<file path="src/hdl/tcu_fmt_pkg.sv">
/*
 * Tensor core number formats.
 * Element and word typedefs, the format selector codes and the
 * field widths of fp16, fp8 E4M3 and fp32.
 */
package tcu_fmt_pkg;

    // operand format selector, same width as fmt_s
    typedef logic [3:0] fmt_code_t;

    localparam fmt_code_t FMT_FP16 = 4'd1;
    localparam fmt_code_t FMT_FP8  = 4'd3;  // E4M3

    typedef logic [31:0] word_t;  // one packed operand word
    typedef logic [15:0] fp16_t;
    typedef logic [7:0]  fp8_t;
    typedef logic [31:0] fp32_t;

    // fp16 fields
    localparam int FP16_EXP_W = 5;
    localparam int FP16_MAN_W = 10;
    localparam int FP16_BIAS  = 15;

    // fp8 E4M3 fields
    localparam int FP8_EXP_W = 4;
    localparam int FP8_MAN_W = 3;
    localparam int FP8_BIAS  = 7;

    // fp32 fields, used for c_val and d_val
    localparam int FP32_EXP_W = 8;
    localparam int FP32_MAN_W = 23;
    localparam int FP32_BIAS  = 127;

endpackage

</file>
<file path="src/hdl/tcu_acc_pkg.sv">
/*
 * Fixed-point accumulator definitions.
 * Window width, bus struct and stage latencies of the dot-product pipeline.
 */
package tcu_acc_pkg;

    localparam int ACC_W    = 96;
    localparam int ACC_FRAC = 48;  // lsb weight is 2^-48

    // signed two's complement fixed-point sum
    typedef logic signed [ACC_W-1:0] acc_t;

    // running product sum with its valid bit
    typedef struct packed {
        logic valid;
        acc_t sum;
    } acc_bus_t;

    // product register ahead of the adder tree
    localparam int MUL_LATENCY = 1;

    // sum + leading one, then rounded result
    localparam int NORM_LATENCY = 2;

endpackage

</file>
<file path="src/hdl/tcu_norm_round.sv">
/*
 * Normalize and round stage.
 * Adds the addend to the product sum, finds the leading one and
 * rounds the magnitude to fp32 nearest-even.
 */
module tcu_norm_round (
    input  logic                   clk,
    input  logic                   rst_n,
    input  logic                   enable,
    input  tcu_acc_pkg::acc_bus_t  prod_bus,
    input  tcu_acc_pkg::acc_t      addend,
    output logic                   valid_out,
    output tcu_fmt_pkg::fp32_t     d_val
);
    import tcu_fmt_pkg::*;
    import tcu_acc_pkg::*;

    // leading one at bit pos means 2^(pos - ACC_FRAC)
    localparam int EXP_OFS = FP32_BIAS - ACC_FRAC;

    typedef logic [ACC_W-1:0]         mag_t;
    typedef logic [$clog2(ACC_W)-1:0] pos_t;
    typedef logic [FP32_EXP_W-1:0]    exp_t;
    typedef logic [FP32_MAN_W-1:0]    man_t;

    acc_t total;
    logic neg_d;
    mag_t mag_d;
    pos_t pos_d;

    logic s1_vld;
    logic s1_neg;
    mag_t s1_mag;
    pos_t s1_pos;

    mag_t norm;
    man_t man;
    exp_t exp_d;
    logic guard;
    logic sticky;
    logic rnd_up;
    logic [FP32_EXP_W+FP32_MAN_W-1:0] body;
    fp32_t result_d;

    // stage one, sum and leading one
    always_comb begin
        total = prod_bus.sum + addend;
        neg_d = total[ACC_W-1];
        mag_d = neg_d ? mag_t'(-total) : mag_t'(total);
        pos_d = '0;
        for (int i = 0; i < ACC_W; i++) begin
            if (mag_d[i]) begin
                pos_d = pos_t'(i);  // highest set bit wins
            end
        end
    end

    always_ff @(posedge clk) begin
        if (!rst_n) begin
            s1_vld <= 1'b0;
        end else if (enable) begin
            s1_vld <= prod_bus.valid;
        end
    end

    always_ff @(posedge clk) begin
        if (enable) begin
            s1_neg <= neg_d;
            s1_mag <= mag_d;
            s1_pos <= pos_d;
        end
    end

    // stage two, align leading one to the msb and round
    always_comb begin
        norm   = s1_mag << (ACC_W - 1 - int'(s1_pos));
        man    = norm[ACC_W-2 -: FP32_MAN_W];
        guard  = norm[ACC_W-2-FP32_MAN_W];
        sticky = |norm[ACC_W-3-FP32_MAN_W:0];
        rnd_up = guard & (sticky | man[0]);  // ties go to even
        exp_d  = exp_t'(int'(s1_pos) + EXP_OFS);
        body   = {exp_d, man} + (FP32_EXP_W + FP32_MAN_W)'(rnd_up);  // carry bumps exp
        if (s1_mag == '0) begin
            result_d = '0;  // exact zero is +0
        end else begin
            result_d = {s1_neg, body};
        end
    end

    always_ff @(posedge clk) begin
        if (!rst_n) begin
            valid_out <= 1'b0;
        end else if (enable) begin
            valid_out <= s1_vld;
        end
    end

    always_ff @(posedge clk) begin
        if (enable) begin
            d_val <= result_d;
        end
    end

endmodule

</file>
<file path="config.mk">
export PLATFORM = sky130hd
export DESIGN_NAME = tcu_norm_round
export DESIGN_NICKNAME = d
export VERILOG_FILES = /design/src/hdl/tcu_fmt_pkg.sv /design/src/hdl/tcu_acc_pkg.sv /design/src/hdl/tcu_norm_round.sv
export SDC_FILE = /design/constraint.sdc
export NUM_CORES = 1
export LEC_CHECK = 0
export BUFFER_PORTS_ARGS = -buffer_cell sky130_fd_sc_hd__buf_2
export CAP_MARGIN = 20
export CELL_PAD_IN_SITES_DETAIL_PLACEMENT = 1
export CELL_PAD_IN_SITES_GLOBAL_PLACEMENT = 1
export CORE_MARGIN = 8
export CORE_UTILIZATION = 50
export CTS_CLUSTER_DIAMETER = 120
export DETAILED_ROUTE_END_ITERATION = 8
export HOLD_SLACK_MARGIN = 0.05
export PLACE_DENSITY_LB_ADDON = 0.1
export SYNTH_ARGS = -nofsm -noshare
export SYNTH_HDL_FRONTEND = slang
export SYNTH_SLANG_ARGS = --single-unit
</file>
<file path="constraint.sdc">
create_clock -name clk -period 17.6 [get_ports clk]
set_clock_uncertainty 0.2 [all_clocks]
set_input_delay 0 -clock clk [delete_from_list [all_inputs] [get_ports clk]]
set_output_delay 0 -clock clk [all_outputs]
set_load 0.03 [all_outputs]
</file>
==> run metrics, run 1 <==
Worst EP required around 18 ns; # rows 78; first-pass GRT wire length approximately 140,000 um; Setup TNS Final 0 ns; crit end category flop; GPL Wtd Cong 0.955; dominant cell type by area after synthesis edfxtp_1; PortBufs 228; Ports around 230; Max Fclk about 130 MHz; grt total ovfl 0; Synth Net Count between 3,000 and 4,000; sequential area share after synthesis 17.9%; synthesized netlist cell count 2,822; Initial Utilization just over 50%; layout cells sized above 1 roughly 16%; Area Growth Syn to Fin 8.85%; root buffer cell clkbuf_16; post-layout util 55.2%; vias per inst between 6 and 7; Final HPWL DP about 69,000 um; # clock sinks between 100 and 150; Setup crit start kind primary input; Max Cap Violations 0; fin crit period around 7.4 ns; EDFF count, synth 136; Max transition margin roughly a quarter; first drt pass iteration count 6; Distinct cells, synth 118; RSZ-0062 raised after global routing no; Fin. Hold Viols 0; diode count 0; Wirelength per Cell between 20 and 25 um; fin. max-slew vios 0; FF+latch area just over 4000 um^2; die area around 53,000 um^2; largest net degree at the start of global routing between 100 and 150; synth warn 0; core area 45,500 um^2; via count between 20,000 and 25,000; # H-tree levels 4; synth top area cells edfxtp_1 18%, mux4_2 9.0%, mux2i_1 8.3%; vias in the first global route roughly 25,000; Arr. time, crit path approximately 7.4 ns; Seq cells post-synth roughly 140; synthesized cell area about 23,000 um^2; antenna violations before repair 1; Synth async-reset ratio 0%; leakage between 9 and 10 nW; final WL around 87,000 um; commonest cells in the synthesized netlist 296 x nor2_1, 223 x nand2_1, 191 x mux2i_1; peak supply drop between 70 and 80 uV; First DRT Iteration DRCs between 1,500 and 2,000; Die H approximately 230 um; fill cell count between 5,000 and 6,000; clk buf depth 2; Num CTS Buffers 17; Avg Inst Size Synth roughly 8 um^2; nets@finish between 3,000 and 4,000; outcome complete, no violations; Multi-input gate area roughly 18,000 um^2; die span in x 231 um; DRC viols 0; Total GRT Usage about a third; Final setup viols 0; count leader, synth nor2_1; post-cts gate resize count 0; setup bufs post-CTS 0; hold_buf cts 5; area share of the largest cell type after synthesis 17.7%; post-route ant nets 0; Hold Crit Class in -> reg; clock latency on the worst-skew pair around 0.45 ns; CP Class in -> reg; Worst Path Max Fanout 15; Top FF cell, synth edfxtp_1; worst-margin pin slew between 1 and 1.5 ns; Tcrit/Tclk final a little over two fifths; PwrDens around 110 nW/um^2; CTS tree yes; clk slew on worst S/H paths roughly 0.070 ns
cells in the final DEF (no fill, tap or decap), drive strengths merged, types with 33 or more instances in the layout:
cell type / count
xnor2: 111
o21a: 35
xor2: 68
and3: 34
a31oi: 34
a211oi: 46
and2: 36
ha: 101
a21o: 61
buf: 254
nor4: 65
mux2i: 191
nor2b: 33
nor3: 94
nor2: 297
nand4: 42
mux4: 92
edfxtp: 136
o21ai: 169
inv: 84
nand3: 87
a21oi: 195
nand2: 225
critical path, cell delays in order:
cell	delay [ns]
dlygate4sd3_1	0.53
buf_2	0.10
ha_1	0.24
inv_1	0.09
fa_1	0.44
nor2b_1	0.31
o2111ai_1	0.20
a21oi_2	0.42
o211ai_2	0.24
a2111oi_2	0.65
o2111a_1	0.25
nor3_1	0.12
nor4_1	0.57
nand4b_4	0.36
nor3_2	0.34
nand3_1	0.39
or4_4	0.69
nor3_4	0.32
a41oi_1	0.20
mux2_2	0.38
nor3b_4	0.28
a21bo_1	0.25
worst paths after layout:
check / start / to / slack, ns / depth (start not counted)
worst max-delay path: addend[0] / s1_pos[3] / 10.19 / 22
worst min-delay path: addend[1] / s1_mag[1] / 0.10 / 4
worst max register to register: s1_pos[0] / d_val[26] / 10.66 / 21
worst min register to register: s1_vld / valid_out / 0.36 / 2
cells by family after synthesis:
kind of cell	Yosys count	synth area share, %
compound gates	802	23.7
mux	299	18.1
xor+xnor	179	6.87
simple gates	1060	23.5
fa+ha+maj	102	5.57
flops	138	17.9
buf+inv	242	4.38
layer usage:
layer,vias up,share of wire (%),track usage (%)
met2,795,50,55.3
met5,-,0.013,0
met3,162,4.8,3.30
met1,12000,42,39.6
met4,2,3.2,10.6
li1,11100,-,-
through the flow:
step	worst slack [ns]	total power, mW	hold WS [ns]	cell area [um^2]	instances
2_1_floorplan	12.04	1.76	-0.0875	23100	2822
3_3_place_gp	10.59	2.18	0.0185	24400	3511
3_5_place_dp	10.35	2.26	0.0687	24400	3511
4_1_cts	10.30	2.65	0.0855	25100	3548
5_1_grt	9.68	2.83	0.139	25100	3550
6_report	10.19	2.69	0.102	25100	3550
area by class of cell:
cell class | count | area share (%)
well taps | 600 | 2.99
inverters | 78 | 1.17
clock buffers | 17 | 1.70
clock inverters | 15 | 0.628
multi-input cells | 2442 | 71.4
flip-flops and latches | 138 | 16.4
repair buffers | 260 | 5.63
registers in the layout (all words and copies together) (netlist names):
register,flops
d_val,32
s1_mag,96
s1_neg,1
s1_pos,7
s1_vld,1
valid_out,1
power breakdown:
group	internal [mW]	switching, mW	total (mW)
Sequential	0.471	0.0675	0.539
Clock	0.200	0.171	0.371
Combinational	0.672	1.11	1.78
Total	1.34	1.35	2.69
(Power assumes the default switching activity.)
==> inputs of run 2 (changes only) <==
--- a/config.mk
+++ b/config.mk
@@ -10,7 +10,7 @@
 export CELL_PAD_IN_SITES_DETAIL_PLACEMENT = 1
 export CELL_PAD_IN_SITES_GLOBAL_PLACEMENT = 1
 export CORE_MARGIN = 8
-export CORE_UTILIZATION = 50
+export CORE_UTILIZATION = 42
 export CTS_CLUSTER_DIAMETER = 120
 export DETAILED_ROUTE_END_ITERATION = 8
 export HOLD_SLACK_MARGIN = 0.05
==> constraint.sdc (replaced) <==
create_clock -name clk -period 6.38 [get_ports clk]
set_clock_uncertainty 0.2 [all_clocks]
set_input_delay 0 -clock clk [delete_from_list [all_inputs] [get_ports clk]]
set_output_delay 0 -clock clk [all_outputs]
set_load 0.03 [all_outputs]
==> run metrics, run 2 (synthesis gave the netlist of run 1 again) <==
top flop regs s1_mag (96), d_val (32), s1_pos (7); clock latency on the worst-skew pair 0.45 ns; core area around 55,000 um^2; Fin. Hold Viols 0; Worst Path Max Fanout ~110; grt total ovfl 0; Logic pwr share around 68%; Wirelength per Cell between 20 and 25 um; Total GRT Usage between 20% and 30%; first drt pass iteration count 7; Final setup viols 0; Max Fclk approximately 160 MHz; Setup crit start kind flop; most common cell after layout, fill and taps aside nor2_1; CP Class reg -> reg; PortBufs 228; vias in the first global route roughly 25,000; Num CTS Buffers 17; Final HPWL DP about 74,000 um; outcome complete, no violations; worst-margin pin slew ~1.1 ns; fin crit period a little over 6 ns; layout cells sized above 1 21.9%; antenna violations before repair 0; clk slew on worst S/H paths around 0.070 ns; most frequent cells in the layout 296 x nor2_1, 238 x buf_4, 227 x buf_2, 223 x nand2_1, 191 x mux2i_1; Initial Utilization between 40% and 50%; switching power 3.70 mW; M3 GR Usage between 2 and 3%; setup bufs post-CTS 0; internal power 4.11 mW; Die H between 200 and 300 um; Worst EP required about 6.4 ns; fin. max-slew vios 0; nets@finish ~3,500; CTS tree yes; dpl cell area approximately 26,000 um^2; post-route setup slack 0.286 ns; clk buf depth 2; DRC viols 0; total power ~7.8 mW; GPL Wtd Cong about 0.97; busiest grt layer met2; clock share of power around 14%; # H-tree levels 4; root buffer cell clkbuf_16; switch share ~47%; Top reg by flops s1_mag; Max transition margin 28.4%; vias per inst about 6.2; pre-CTS setup slack -0.155 ns; first-pass GRT wire length roughly 140,000 um; fill cell count ~6,700; final WL 88,400 um; die area 62,600 um^2; RSZ-0062 raised after global routing no; die span in x between 200 and 300 um; met2 Usage GRT a little under half; PwrDens slightly below 300 nW/um^2; largest net degree at the start of global routing around 110; Max Cap Violations 0; # clock sinks ~140; Reg power frac a little under a fifth; First DRT Iteration DRCs 1,385; post-route design area 27,000 um^2; max reg flops 96; Tcrit/Tclk final 95.5%; Arr. time, crit path just over 6 ns; met1 usage between 30% and 40%; leakage about 11 nW; post-route ant nets 0; # rows 86; Area Growth Syn to Fin 17.0%; crit end category flop; Ports around 230; peak supply drop 148 uV; Setup TNS Final 0 ns; Hold Crit Class in -> reg; via count roughly 24,000
==> run 2: changes by cell type in the layout (fill, tap and decap cells not counted), sizes merged <==
cell / previous run / this run
clkinv: 6 / 3
clkbuf: 18 / 17
bufinv: 1 / 3
diode: 0 / 1
dlygate4sd3: 5 / 6
clkinvlp: 2 / 3
buf: 254 / 472
==> run 2: per-layer routing <==
metal | wire [um] | part of all wire (%) | vias to the layer above
met5 | 0 | 0 | -
met4 | 2940 | 3.3 | 0
met3 | 3240 | 3.7 | 111
met2 | 42200 | 48 | 564
met1 | 40000 | 45 | 11900
li1 | - | - | 11500
==> run 2: metrics by stage <==
step | hold slack [ns] | std cells | utilization (%)
global placement | 0.0209 | 3833 | 48.0
global route | 0.138 | 3872 | 49.3
floorplan | -0.0875 | 2822 | -
CTS | 0.0748 | 3871 | 49.3
detailed placement | 0.0312 | 3833 | 48.0
finish | 0.0669 | 3873 | 49.3
==> run 2: path summary, 6_finish.rpt <==
check	start	endpoint	slack (ns)	cells after the start
setup / recovery	s1_pos[6]	d_val[26]	0.29	19
hold / removal	addend[1]	s1_mag[1]	0.07	4
setup reg to reg	s1_pos[6]	d_val[26]	0.29	19
hold reg to reg	s1_neg	d_val[31]	0.40	1
==> run 2: area by class of cell <==
cell class | instances | area (um^2) | area share [%]
multi-input combinational | 2442 | 17900 | 66.6
inverter | 78 | 294 | 1.09
antenna | 1 | 2.50 | 0.00928
tap | 704 | 881 | 3.27
timing repair buffer | 478 | 3110 | 11.5
clock inverter | 15 | 188 | 0.696
clock buffer | 17 | 425 | 1.58
sequential | 138 | 4120 | 15.3
==> run 2: timing repair <==
action                     in CTS  in global routing
gates resized for setup         0                  4
hold buffers                    6                  0
setup endpoints to repair       0                  2
hold endpoints to repair       66                  0
==> run 2: critical path, cell delays in order (launching register included) <==
cell	delay, ns
edfxtp_1	0.51
ha_2	0.24
buf_12	0.19
nor2_1	0.31
a21oi_1	0.14
mux4_2	0.58
a2bb2oi_1	0.17
o21ai_0	0.40
and4_1	0.32
nor4b_1	0.38
nand3_1	0.18
or2_1	0.25
nor2_1	0.15
nand2_1	0.13
or4b_1	0.69
nor3_1	0.25
nand2b_1	0.15
o32ai_1	0.29
xnor2_1	0.16
nor2_1	0.05
==> run 2: power by group through the flow <==
stage / combinational (mW) / sequential [mW] / clock (mW)
after floorplan: 3.37 / 1.49 / 0
after global placement: 5.09 / 1.48 / 0
after detailed placement: 5.21 / 1.49 / 0
after CTS: 5.24 / 1.48 / 1.08
after global routing: 5.68 / 1.50 / 1.10
final: 5.28 / 1.48 / 1.06
